===== src/stlb_pkg.sv =====
`default_nettype none
// ====================================================================
// Shared translation buffer definitions
// Widths, table entry, translate port structs and register offsets
// ====================================================================

package stlb_pkg;

	// Address split  [31:16] tag, [15:12] index, [11:0] page offset
	localparam int ADDR_W      = 32;
	localparam int PAGE_BITS   = 12;
	localparam int LOG_ENTRIES = 4;
	localparam int ENTRIES     = 1 << LOG_ENTRIES;
	localparam int TAG_W       = ADDR_W - PAGE_BITS - LOG_ENTRIES;
	localparam int PPN_W       = 20;
	localparam int ASID_W      = 8;

	// Page table entry, as held in the PTE register
	typedef struct packed {
		logic             v;
		logic             g;
		logic [2:0]       rwx;
		logic [PPN_W-1:0] ppn;
	} pte_t;

	typedef struct packed {
		logic [ASID_W-1:0] asid;
		logic [TAG_W-1:0]  tag;
	} vpn_t;

	// One way RAM word
	typedef struct packed {
		vpn_t vpn;
		pte_t pte;
	} tlb_entry_t;

	typedef struct packed {
		logic              valid;
		logic              we;
		logic [ASID_W-1:0] asid;
		logic [ADDR_W-1:0] vadr;
	} xlat_req_t;

	typedef struct packed {
		logic              valid;
		logic              hit;
		logic              fault;
		logic [2:0]        rwx;
		logic [ADDR_W-1:0] padr;
	} xlat_resp_t;

	typedef struct packed {
		logic              valid;
		logic [ASID_W-1:0] asid;
		logic [ADDR_W-1:0] vadr;
	} miss_t;

	// Register map
	localparam logic [2:0] REG_PTE       = 3'd0;
	localparam logic [2:0] REG_VPN       = 3'd1;
	localparam logic [2:0] REG_MISS_ADR  = 3'd2;
	localparam logic [2:0] REG_MISS_ASID = 3'd3;
	localparam logic [2:0] REG_CTRL      = 3'd6;
	localparam logic [2:0] REG_CMD       = 3'd7;

endpackage

`default_nettype wire

===== src/stlb_top.sv =====
`timescale 1ns/10ps
`default_nettype none
// ====================================================================
// Set-associative translation buffer, top level
// ====================================================================

module stlb_top #(
	parameter int ASSOC = 4
) (
	input  wire                       clk_g,
	input  wire                       rst_i,
	input  wire                       reg_cs_i,
	input  wire                       reg_we_i,
	input  wire  [2:0]                reg_addr_i,
	input  wire  [31:0]               reg_wdata_i,
	output wire  [31:0]               reg_rdata_o,
	output wire                       reg_ack_o,
	input  wire  stlb_pkg::xlat_req_t xlat_req_i,
	output wire  stlb_pkg::xlat_resp_t xlat_resp_o,
	output wire                       miss_irq_o
);
	import stlb_pkg::*;

	wire                          tbl_wr;
	wire                          tbl_rd;
	wire [$clog2(ASSOC)-1:0]      tbl_way;
	wire [LOG_ENTRIES-1:0]        tbl_index;
	wire tlb_entry_t              tbl_entry;
	wire                          inv_all;
	wire tlb_entry_t              rd_entry;
	wire tlb_entry_t [ASSOC-1:0]  lk_entries;
	wire [ASSOC-1:0]              lk_valid;
	wire miss_t                   miss;

	stlb_regs #(.ASSOC(ASSOC)) u_regs (
		.clk_g       (clk_g),
		.rst_i       (rst_i),
		.reg_cs_i    (reg_cs_i),
		.reg_we_i    (reg_we_i),
		.reg_addr_i  (reg_addr_i),
		.reg_wdata_i (reg_wdata_i),
		.rd_entry_i  (rd_entry),
		.miss_i      (miss),
		.reg_rdata_o (reg_rdata_o),
		.reg_ack_o   (reg_ack_o),
		.tbl_wr_o    (tbl_wr),
		.tbl_rd_o    (tbl_rd),
		.tbl_way_o   (tbl_way),
		.tbl_index_o (tbl_index),
		.tbl_entry_o (tbl_entry),
		.inv_all_o   (inv_all),
		.miss_irq_o  (miss_irq_o)
	);

	// Lookup index is the low page-number bits
	stlb_ways #(.ASSOC(ASSOC)) u_ways (
		.clk_g        (clk_g),
		.rst_i        (rst_i),
		.wr_i         (tbl_wr),
		.rd_i         (tbl_rd),
		.way_i        (tbl_way),
		.index_i      (tbl_index),
		.entry_i      (tbl_entry),
		.inv_all_i    (inv_all),
		.lk_index_i   (xlat_req_i.vadr[PAGE_BITS +: LOG_ENTRIES]),
		.rd_entry_o   (rd_entry),
		.lk_entries_o (lk_entries),
		.lk_valid_o   (lk_valid)
	);

	stlb_lookup #(.ASSOC(ASSOC)) u_lookup (
		.clk_g        (clk_g),
		.rst_i        (rst_i),
		.req_i        (xlat_req_i),
		.lk_entries_i (lk_entries),
		.lk_valid_i   (lk_valid),
		.resp_o       (xlat_resp_o),
		.miss_o       (miss)
	);

endmodule

`default_nettype wire


===== src/stlb_lookup.sv =====
`timescale 1ns/10ps
`default_nettype none
// ====================================================================
// Translation buffer lookup stage
// Tag and ASID compare over all ways, registered translation result
// ====================================================================

module stlb_lookup #(
	parameter int ASSOC = 4
) (
	input  wire                                    clk_g,
	input  wire                                    rst_i,
	input  wire  stlb_pkg::xlat_req_t              req_i,
	input  wire  stlb_pkg::tlb_entry_t [ASSOC-1:0] lk_entries_i,
	input  wire  [ASSOC-1:0]                       lk_valid_i,
	output stlb_pkg::xlat_resp_t                   resp_o,
	output stlb_pkg::miss_t                        miss_o
);
	import stlb_pkg::*;

	xlat_req_t  req_q;
	logic [ASSOC-1:0] way_hit;
	logic       hit;
	tlb_entry_t hit_entry;
	xlat_resp_t resp_d;
	miss_t      miss_d;

	// Line the request up with the RAM outputs
	always_ff @(posedge clk_g or posedge rst_i) begin
		if (rst_i)
			req_q <= '0;
		else
			req_q <= req_i;
	end

	// ================================================================
	// Compare
	// ================================================================

	genvar w;
	generate
		for (w = 0; w < ASSOC; w++) begin : g_cmp
			assign way_hit[w] = lk_valid_i[w] & lk_entries_i[w].pte.v
				& (lk_entries_i[w].vpn.tag == req_q.vadr[ADDR_W-1 -: TAG_W])
				& (lk_entries_i[w].pte.g | (lk_entries_i[w].vpn.asid == req_q.asid));
		end
	endgenerate

	assign hit = req_q.valid & (|way_hit);

	// Lowest numbered way wins, so scan downwards
	always_comb begin
		hit_entry = '0;
		for (int i = ASSOC - 1; i >= 0; i--) begin
			if (way_hit[i])
				hit_entry = lk_entries_i[i];
		end
	end

	always_comb begin
		resp_d       = '0;
		resp_d.valid = req_q.valid;
		resp_d.hit   = hit;
		if (hit) begin
			resp_d.rwx  = hit_entry.pte.rwx;
			resp_d.padr = {hit_entry.pte.ppn, req_q.vadr[PAGE_BITS-1:0]};
			// rwx[1] is w, rwx[2] is r
			resp_d.fault = req_q.we ? ~hit_entry.pte.rwx[1] : ~hit_entry.pte.rwx[2];
		end
	end

	always_comb begin
		miss_d.valid = req_q.valid & ~hit;
		miss_d.asid  = req_q.asid;
		miss_d.vadr  = req_q.vadr;
	end

	// ================================================================
	// Result registers
	// ================================================================

	always_ff @(posedge clk_g or posedge rst_i) begin
		if (rst_i) begin
			resp_o <= '0;
			miss_o <= '0;
		end else begin
			resp_o <= resp_d;
			miss_o <= miss_d;
		end
	end

endmodule

`default_nettype wire


===== src/stlb_ways.sv =====
`timescale 1ns/10ps
`default_nettype none
// ====================================================================
// Translation buffer way storage
// One RAM per way with software and lookup ports, plus valid bits
// ====================================================================

module stlb_ways #(
	parameter int ASSOC = 4
) (
	input  wire                                  clk_g,
	input  wire                                  rst_i,
	input  wire                                  wr_i,
	input  wire                                  rd_i,
	input  wire  [$clog2(ASSOC)-1:0]             way_i,
	input  wire  [stlb_pkg::LOG_ENTRIES-1:0]     index_i,
	input  wire  stlb_pkg::tlb_entry_t           entry_i,
	input  wire                                  inv_all_i,
	input  wire  [stlb_pkg::LOG_ENTRIES-1:0]     lk_index_i,
	output wire  stlb_pkg::tlb_entry_t           rd_entry_o,
	output wire  stlb_pkg::tlb_entry_t [ASSOC-1:0] lk_entries_o,
	output logic [ASSOC-1:0]                     lk_valid_o
);
	import stlb_pkg::*;

	localparam int WAY_W = $clog2(ASSOC);

	wire tlb_entry_t [ASSOC-1:0]   rd_all;
	logic [WAY_W-1:0]              rd_way_q;
	logic [ENTRIES-1:0][ASSOC-1:0] valid_q;

	// ================================================================
	// Way RAMs
	// ================================================================

	genvar w;
	generate
		for (w = 0; w < ASSOC; w++) begin : g_way
			tlb_entry_t mem [ENTRIES];
			tlb_entry_t rd_q;
			tlb_entry_t lk_q;

			// Port A write and read, port B lookup read
			always_ff @(posedge clk_g) begin
				if (wr_i && way_i == WAY_W'(w))
					mem[index_i] <= entry_i;
				if (rd_i)
					rd_q <= mem[index_i];
				lk_q <= mem[lk_index_i];
			end

			assign rd_all[w]       = rd_q;
			assign lk_entries_o[w] = lk_q;
		end
	endgenerate

	always_ff @(posedge clk_g) begin
		if (rd_i)
			rd_way_q <= way_i;
	end

	assign rd_entry_o = rd_all[rd_way_q];

	// ================================================================
	// Valid bits
	// ================================================================

	always_ff @(posedge clk_g or posedge rst_i) begin
		if (rst_i) begin
			valid_q    <= '0;
			lk_valid_o <= '0;
		end else begin
			lk_valid_o <= valid_q[lk_index_i];
			if (inv_all_i)
				valid_q <= '0;
			else if (wr_i)
				valid_q[index_i][way_i] <= entry_i.pte.v;
		end
	end

endmodule

`default_nettype wire


===== src/stlb_regs.sv =====
`timescale 1ns/10ps
`default_nettype none
// ====================================================================
// Translation buffer register block
// Staging registers, table commands, way counter and miss capture
// ====================================================================

module stlb_regs #(
	parameter int ASSOC = 4
) (
	input  wire                                clk_g,
	input  wire                                rst_i,
	input  wire                                reg_cs_i,
	input  wire                                reg_we_i,
	input  wire  [2:0]                         reg_addr_i,
	input  wire  [31:0]                        reg_wdata_i,
	input  wire  stlb_pkg::tlb_entry_t         rd_entry_i,
	input  wire  stlb_pkg::miss_t              miss_i,
	output logic [31:0]                        reg_rdata_o,
	output logic                               reg_ack_o,
	output logic                               tbl_wr_o,
	output logic                               tbl_rd_o,
	output logic [$clog2(ASSOC)-1:0]           tbl_way_o,
	output logic [stlb_pkg::LOG_ENTRIES-1:0]   tbl_index_o,
	output stlb_pkg::tlb_entry_t               tbl_entry_o,
	output logic                               inv_all_o,
	output logic                               miss_irq_o
);
	import stlb_pkg::*;

	localparam int WAY_W         = $clog2(ASSOC);
	localparam int CTRL_WAY_LSB  = 4;
	localparam int CTRL_RAND_BIT = 8;

	pte_t                   pte_q;
	vpn_t                   vpn_q;
	logic [LOG_ENTRIES-1:0] ctrl_index_q;
	logic [2:0]             ctrl_way_q;
	logic                   ctrl_rand_q;
	logic [ADDR_W-1:0]      miss_adr_q;
	logic [ASID_W-1:0]      miss_asid_q;
	logic [WAY_W-1:0]       rand_way_q;
	logic                   rd_load_q;
	logic                   reg_wr;
	logic                   reg_rd;
	logic                   cmd_wr;
	logic [31:0]            ctrl_word;
	logic [31:0]            rdata_mux;

	assign reg_wr = reg_cs_i & reg_we_i;
	assign reg_rd = reg_cs_i & ~reg_we_i;
	assign cmd_wr = reg_wr & (reg_addr_i == REG_CMD);

	// ================================================================
	// Table commands
	// ================================================================

	assign tbl_wr_o    = cmd_wr & reg_wdata_i[0];
	assign tbl_rd_o    = cmd_wr & reg_wdata_i[1];
	assign inv_all_o   = cmd_wr & reg_wdata_i[2];
	assign tbl_index_o = ctrl_index_q;
	// Random mode only steers writes, reads always use the way field
	assign tbl_way_o   = (tbl_wr_o & ctrl_rand_q) ? rand_way_q : ctrl_way_q[WAY_W-1:0];

	always_comb begin
		tbl_entry_o.vpn = vpn_q;
		tbl_entry_o.pte = pte_q;
	end

	// Rotating way, holds still on the cycle a write goes out
	always_ff @(posedge clk_g or posedge rst_i) begin
		if (rst_i)
			rand_way_q <= '0;
		else if (!tbl_wr_o) begin
			if (rand_way_q == WAY_W'(ASSOC - 1))
				rand_way_q <= '0;
			else
				rand_way_q <= rand_way_q + 1'b1;
		end
	end

	// ================================================================
	// Register file
	// ================================================================

	always_ff @(posedge clk_g or posedge rst_i) begin
		if (rst_i) begin
			pte_q        <= '0;
			vpn_q        <= '0;
			ctrl_index_q <= '0;
			ctrl_way_q   <= '0;
			ctrl_rand_q  <= 1'b0;
			rd_load_q    <= 1'b0;
		end else begin
			rd_load_q <= tbl_rd_o;
			if (reg_wr) begin
				case (reg_addr_i)
					REG_PTE: pte_q <= pte_t'(reg_wdata_i[$bits(pte_t)-1:0]);
					REG_VPN: vpn_q <= vpn_t'(reg_wdata_i[$bits(vpn_t)-1:0]);
					REG_CTRL: begin
						ctrl_index_q <= reg_wdata_i[LOG_ENTRIES-1:0];
						ctrl_way_q   <= reg_wdata_i[CTRL_WAY_LSB +: 3];
						ctrl_rand_q  <= reg_wdata_i[CTRL_RAND_BIT];
					end
					default: ;
				endcase
			end
			// Read-back lands one cycle after the RAM strobe
			if (rd_load_q) begin
				pte_q <= rd_entry_i.pte;
				vpn_q <= rd_entry_i.vpn;
			end
		end
	end

	// Miss capture, a new miss beats a clear in the same cycle
	always_ff @(posedge clk_g or posedge rst_i) begin
		if (rst_i) begin
			miss_adr_q  <= '0;
			miss_asid_q <= '0;
			miss_irq_o  <= 1'b0;
		end else begin
			if (reg_wr && reg_addr_i == REG_MISS_ADR)
				miss_irq_o <= 1'b0;
			if (miss_i.valid) begin
				miss_adr_q  <= miss_i.vadr;
				miss_asid_q <= miss_i.asid;
				miss_irq_o  <= 1'b1;
			end
		end
	end

	always_comb begin
		ctrl_word = '0;
		ctrl_word[LOG_ENTRIES-1:0]     = ctrl_index_q;
		ctrl_word[CTRL_WAY_LSB +: 3]   = ctrl_way_q;
		ctrl_word[CTRL_RAND_BIT]       = ctrl_rand_q;
	end

	always_comb begin
		case (reg_addr_i)
			REG_PTE:       rdata_mux = 32'(pte_q);
			REG_VPN:       rdata_mux = 32'(vpn_q);
			REG_MISS_ADR:  rdata_mux = miss_adr_q;
			REG_MISS_ASID: rdata_mux = 32'(miss_asid_q);
			REG_CTRL:      rdata_mux = ctrl_word;
			default:       rdata_mux = '0;
		endcase
	end

	// Ack and read data one cycle after the strobe
	always_ff @(posedge clk_g or posedge rst_i) begin
		if (rst_i) begin
			reg_ack_o   <= 1'b0;
			reg_rdata_o <= '0;
		end else begin
			reg_ack_o   <= reg_cs_i;
			reg_rdata_o <= reg_rd ? rdata_mux : '0;
		end
	end

endmodule

`default_nettype wire


===== config.mk =====
export PLATFORM = sky130hd
export DESIGN_NAME = stlb_top
export DESIGN_NICKNAME = d
export VERILOG_FILES = /design/src/stlb_pkg.sv /design/src/stlb_top.sv /design/src/stlb_lookup.sv /design/src/stlb_ways.sv /design/src/stlb_regs.sv
export SDC_FILE = /design/constraint.sdc
export NUM_CORES = 2
export LEC_CHECK = 0
export BUFFER_PORTS_ARGS = -buffer_cell sky130_fd_sc_hd__buf_2
export CORE_MARGIN = 2
export CORE_UTILIZATION = 25
export DETAILED_ROUTE_END_ITERATION = 16
export GPL_TIMING_DRIVEN = 0
export HOLD_SLACK_MARGIN = 0.02
export PLACE_DENSITY = 0.45
export SLEW_MARGIN = 20
export SYNTH_ARGS = -nofsm -noshare
export SYNTH_HDL_FRONTEND = slang
export SYNTH_SLANG_ARGS = --single-unit

===== constraint.sdc =====
create_clock -name clk_g -period 10.15 [get_ports clk_g]
set_input_delay 0.5075 -clock clk_g [delete_from_list [all_inputs] [get_ports clk_g]]
set_output_delay 0.5075 -clock clk_g [all_outputs]
set_load 0.02 [all_outputs]

# [Word-level counts from Yosys, hierarchy flattened]
# Memories as Yosys holds them, arrays and structs flattened. A register that Yosys moved wholly into a read port is not among the register bits.
# Cells that the tools add are included.
[totals] inputBits=81 reg_bits=325 out_inout_bits=72 mem_count=4 ram_bits=3136
[classes] n_reduce_logical=18 bitwise_logic=29 n_eq_ne=17 muxes=37 add_sub_neg=1 magnitude_cmp=6
[memory_table] memory="u_ways.g_way[0].mem" words=16 word_bits=49 read_ports=2 rd_ports_with_merged_regs=2 write_ports=1 line="stlb_ways.sv:39" rtl="tlb_entry_t mem [ENTRIES];"
[memory_table] memory="u_ways.g_way[1].mem" words=16 word_bits=49 read_ports=2 rd_ports_with_merged_regs=2 write_ports=1 line="stlb_ways.sv:39"
[memory_table] memory="u_ways.g_way[2].mem" words=16 word_bits=49 read_ports=2 rd_ports_with_merged_regs=2 write_ports=1 line="stlb_ways.sv:39"
[memory_table] memory="u_ways.g_way[3].mem" words=16 word_bits=49 read_ports=2 rd_ports_with_merged_regs=2 write_ports=1 line="stlb_ways.sv:39"
[op_table] cell="$pmux 32 s5" count=1
[op_table] cell="$mux 64" count=2
[op_table] cell="$bmux 49 s2" count=1
[op_table] cell="$mux 23" count=4
[op_table] cell="$mux 25" count=3
[op_table] cell="$mux 24" count=3
[op_table] cell="$bwmux 64" count=1
[op_table] cell="$eq 16x16->1" count=4
[op_table] cell="$mux 49" count=1
[op_table] cell="$mux 36" count=1
[op_table] cell="$eq 8x8->1" count=4
[op_table] cell="$mux 32" count=1
[op_table] cell="$and 1x1->1" count=21
[op_table] cell="$bmux 4 s4" count=1
[op_table] cell="$demux 4 s4" count=1
[op_table] cell="$mux 1" count=12
[op_table] cell="$lt 4x5->1 const B" count=2
[op_table] cell="$reduce_bool 2->1" count=5
[op_table] cell="$mux 4" count=2
[op_table] cell="$logic_and 1x1->1" count=7
[op_table] cell="$eq 2x2->1 const B" count=3
[op_table] cell="$eq 3x2->1 const B" count=2
[op_table] cell="$eq 3x3->1 const B" count=2
[op_table] cell="$lt 2x3->1 const B" count=2
[op_table] cell="other kinds (13)" count=22

# [Longest topological paths before layout]
[depth] ltp_word=14 mapped_depth=9

# [Modules after synthesis]
# From an unflattened synthesis, not the netlist that was laid out.
[hier_totals] hier_cells=8473 hier_area_um2=165807.8
[modules_own_cells] mod="stlb_ways" cells_each=7533 seq_area_each_um2=105741.4 area_each_um2=154659.6 instances=1
[modules_own_cells] mod="stlb_regs" cells_each=559 seq_area_each_um2=3353.2 area_each_um2=6169.7 instances=1
[modules_own_cells] mod="stlb_lookup" cells_each=381 seq_area_each_um2=3027.9 area_each_um2=4978.5 instances=1

# [Worst setup path after synthesis]
# Ideal clock, no wire load.
[synth_path] path_type="input to register" from="input reg_we_i" to="register u_regs.rd_load_q" setup_ns=0.614 arrival_ns=5.383 path_stages=3 required_time_ns=9.536 n_path_buf=0 path_slack_ns=4.153 path_cell_list="nand2_1 -> nor2_1 -> and2_1"
[synth_via] elab_chain_cells=3
[synth_rtl] element="from (decl)" line="stlb_top.sv:13" rtl="input wire reg_we_i,"
[synth_rtl] element="$and 1x1->1" line="stlb_regs.sv:50" rtl="assign reg_wr = reg_cs_i & reg_we_i;"
[synth_rtl] element="$and 1x1->1" line="stlb_regs.sv:52" rtl="assign cmd_wr = reg_wr & (reg_addr_i == REG_CMD);"
[synth_rtl] element="$and 1x1->1" line="stlb_regs.sv:59" rtl="assign tbl_rd_o = cmd_wr & reg_wdata_i[1];"
[synth_rtl] element="net tbl_rd" line="stlb_top.sv:25" rtl="wire tbl_rd;"
[synth_rtl] element="to (signal assigned)" line="stlb_regs.sv:95" rtl="rd_load_q <= tbl_rd_o;"
[synth_rtl] element="to (decl)" line="stlb_regs.sv:43" rtl="logic rd_load_q;"
# The timed path passes the listed nets, and every way through them passes these cells.
# A chain may end at the register's enable or synchronous reset.

# [Final worst setup path]
[layout_path] from="register u_regs.ctrl_index_q[0] (netlist: u_regs.tbl_index_o[0])" to="memory u_ways.g_way[3].mem[3][5] (netlist name), enable pin"
[layout_lines] element="from (decl)" line="stlb_regs.sv:37" rtl="logic [LOG_ENTRIES-1:0] ctrl_index_q;"
[layout_lines] element="from (signal assigned)" line="stlb_regs.sv:101" rtl="ctrl_index_q <= reg_wdata_i[LOG_ENTRIES-1:0];"
[layout_lines] element="to (decl)" line="stlb_ways.sv:39"
# No word-level cell before the write port.

==> results.cfg <==
[die]
coreArea_sq_um = 662000
die_h_um = 818
dieArea_sq_um = 670000
floorplan.initialDensity_pct = 25.0
boundaryPins = 153
die_w_um = 818
num_rows = 299

[power_and_ir_drop]
p_per_area_nw_per_um2 = 210
ir_worst_vdd_mv = 0.153
leakage_nw = 63.3

[logic_synthesis]
yosysSeqAreaShare_pct = 67.6
synthCells = 7404
synthXorXnorAreaFrac_pct = 0.507
synthMuxAreaShare_pct = 28.2
yosysWarnings = 0
synthAdderAreaFrac_pct = 0.00755
async_flop_share_pct = 8.38
syn-num-nets = 7486
synth-seq-cells = 3853
syn-cell-area_sq_um = 166000
synth_edf_count = 3334
synth_top_family_by_area = multiplexers
synth-main-ff-cell = edfxtp_1
synth_area_per_cell_sq_um = 22.4
ys_types = 50
synth_compound_area_share_pct = 1.13
yosys.area_share.simple_pct = 1.21

[setup_path]
critPathKind = reg -> reg
worst_path_max_delay_cell = nand3_1
end_kind = flip-flop
crit_family = buffers and inverters
reg2reg_depth = 8
cp-start-kind = flip-flop
arrival_ps = 6550
worst-path-stages = 8
critPathMaxFanout = 16
cpPeakStageDelay_ps = 970
required_ps = 10840
path_cells = clkbuf_1 -> buf_2 -> buf_1 -> clkbuf_1 -> nand3_1 -> nor2_4 -> buf_12 -> buf_12
crit_buf_inv = 6

[detailed_routing]
drt_first_pass_iters = 6
vias = 94880
routed_wirelength_mm = 725
first_iter_violations = 15282
post_drt_via_cell_ratio = 5.39
drc = 0
drt.antenna.violating_nets = 0
wire_per_inst_um = 41.2

[cells_and_area]
area_growth_pct = 21.8
utilization_pct = 30.5
layout.nets = 8513
drive_gt1_share_pct = 42.0

[global_route]
use_met3_pct = 5.26
track_usage_pct = 21.1
grt_util_met2_pct = 32.8
grt_max_degree = 106
grt_pass1_vias = 94506
grtUsageMet1_pct = 27.2
grt_pass1_wl_mm = 937
grt-ovfl-total = 0
grt-busiest-layer = met2
antenna_found_initial = 124

[cts]
cts_tree = done
clk_latency_ps = 1090
cts.repair.resized = 0
h-tree-depth = 5
cts_setup_buffers = 0
clock_path_buffers = 4
root_buffer = clkbuf_16
cts_sinks = 3853
cts.reportedPaths.clkPinSlew_ps = 60
cts_buffers = 417

[sta]
period_share_pct = 57.7
fmax_mhz = 171
rsz0062_at_grt = false
worst_slew_pin_slew_ps = 1260
layout_min_cycle_time_ps = 5860
fin_ws_ps = 4290
drv_slew = 0
fin_skew_ps = 124
setup_tns_ps = 0
setup_violations = 0
max-slew-margin-rel_pct = 15.7
hold_slack_ps = 96.2
timing_hold_violations_final = 0

[placement]
place_ws_ps = 4570
numPortBuffers = 145
hpwlAfterDp_mm = 529
place.gp.congestion = 0.978

[hold_path]
holdPathStages = 2
holdCritPathClass = in -> reg

[run]
cap_violations = 0

[status]
outcome = finished, final reports clean
-- routing by layer --
layer  share of wire [%]  vias up
met5               0.023        -
met4                 6.3       26
met3                  10     1228
met2                  46     5909
met1                  38    53160
li1                    -    34557
-- timing repair --
item / in CTS / in global routing
hold buffers: 92 / 0
hold endpoints to repair: 237 / 0
endpoints found under the setup margin: 0 / 0
-- cell usage after synthesis, types with 2 or more instances --
| master | number | area share (%) |
|---|---|---|
| edfxtp_1 | 3334 | 60 |
| mux4_2 | 1994 | 27 |
| clkbuf_1 | 344 | 0.78 |
| dfrtp_1 | 323 | 4.9 |
| dfxtp_1 | 196 | 2.4 |
| buf_1 | 159 | 0.36 |
| nor2_1 | 148 | 0.34 |
| mux2i_1 | 123 | 0.74 |
| a21oi_1 | 117 | 0.35 |
| nand2_1 | 86 | 0.19 |
| o21ai_0 | 85 | 0.26 |
| xor2_1 | 80 | 0.42 |
| mux2_2 | 49 | 0.33 |
| nand3_1 | 46 | 0.14 |
| nor2b_1 | 41 | 0.15 |
| buf_2 | 38 | 0.11 |
| a211oi_1 | 35 | 0.16 |
| a221oi_1 | 23 | 0.12 |
| nor4_1 | 23 | 0.087 |
| o22ai_1 | 23 | 0.087 |
| nor3_2 | 18 | 0.11 |
| inv_1 | 17 | 0.038 |
| xnor2_1 | 16 | 0.085 |
| nor3_1 | 14 | 0.042 |
| o21ai_1 | 13 | 0.039 |
| a22oi_1 | 10 | 0.045 |
| and2_1 | 9 | 0.034 |
| nand2b_1 | 7 | 0.026 |
| nand4_1 | 6 | 0.023 |
| a21o_1 | 2 | 0.0091 |
| a221o_1 | 2 | 0.012 |
| buf_6 | 2 | 0.014 |
| inv_2 | 2 | 0.0045 |
| nor3b_1 | 2 | 0.0091 |
| o221a_2 | 2 | 0.014 |
-- power breakdown --
group          switching (W)  internal [W]
logic                0.00450       0.00278
registers           0.000978        0.0185
clock network        0.00679       0.00887
-- per-stage QoR --
stage	power, W	cell area [sq um]	cells
final	0.0424	202000	17599
after global placement	0.0265	177000	16278
after floorplan	0.0229	166000	7404
after global routing	0.0433	202000	17555
after CTS	0.0426	202000	17528
after detailed placement	0.0270	187000	16648
-- path summary, 6_finish.rpt --
| check | slack [ps] | from | endpoint |
|---|---|---|---|
| worst max-delay path | 4290 | u_regs.tbl_index_o[0] | u_ways.g_way[3].mem[3][5] |
| worst min-delay path | 100 | xlat_req_i[11] | u_lookup.miss_d[11] |
| worst max register to register | 4290 | u_regs.tbl_index_o[0] | u_ways.g_way[3].mem[3][5] |
| worst min register to register | 350 | u_lookup.miss_d[13] | u_lookup.miss_o[13] |
| max in group asynchronous | 7500 | rst_i | u_ways.valid_q[37] |
| min in group asynchronous | 630 | rst_i | u_regs.miss_adr_q[26] |
-- state kept, by name (all words and copies together), names as in the netlist, 32 cells and up --
name,flops
u_ways.g_way.mem,3136
u_ways.g_way.rd_q,196
u_ways.lk_entries_o,196
u_ways.valid_q,64
u_regs.tbl_entry_o,49
u_lookup.miss_o,41
u_lookup.miss_d,40
u_lookup.resp_o,38
u_regs.miss_adr_q,32
u_regs.reg_rdata_o,32
-- placed cells by master (no fill, tap or decap), types with 19 or more instances in the layout --
master / synthesis / final
dfrtp_4: 0 / 48
clkbuf_8: 0 / 37
xor2_1: 80 / 80
nand2_1: 86 / 86
diode_2: 0 / 70
nor4_1: 23 / 22
buf_16: 0 / 142
buf_12: 0 / 203
clkbuf_16: 0 / 434
a21oi_1: 117 / 117
mux2_2: 49 / 49
clkinv_2: 0 / 82
buf_2: 38 / 314
nand3_1: 46 / 46
clkbuf_1: 344 / 288
clkbuf_2: 0 / 148
bufinv_16: 0 / 30
o22ai_1: 23 / 19
dfrtp_1: 323 / 250
nor2_4: 0 / 64
dfrtp_2: 0 / 25
mux2i_1: 123 / 123
buf_1: 159 / 26
dlygate4sd3_1: 0 / 92
o21ai_0: 85 / 85
dfxtp_1: 196 / 196
nor3_2: 18 / 22
mux4_2: 1994 / 1994
edfxtp_1: 3334 / 3334
nor2b_1: 41 / 41
clkinv_1: 0 / 69
nor2_1: 148 / 85
a211oi_1: 35 / 35
-- kinds of logic (layout without fill, tap and decap cells) --
kind of cell / count (synthesis) / count (layout)
compound gates: 314 / 314
other cells: 0 / 70
mux: 2168 / 2168
simple gates: 410 / 410
fa+ha+maj: 1 / 1
xor+xnor: 96 / 96
flops: 3853 / 3853
buf+inv: 562 / 1958
-- area by class of cell --
cell class / count / area, sq um
fillers: 63188 / 460000
well taps: 8729 / 10900
flip-flops and latches: 3853 / 112000
plain buffers: 543 / 2470
clock buffers: 566 / 11700
clock inverters: 222 / 2080
multi-input cells: 2989 / 52200
inverters: 19 / 78.8
diodes: 70 / 175
repair buffers: 608 / 9950
(Power assumes the default switching activity.)
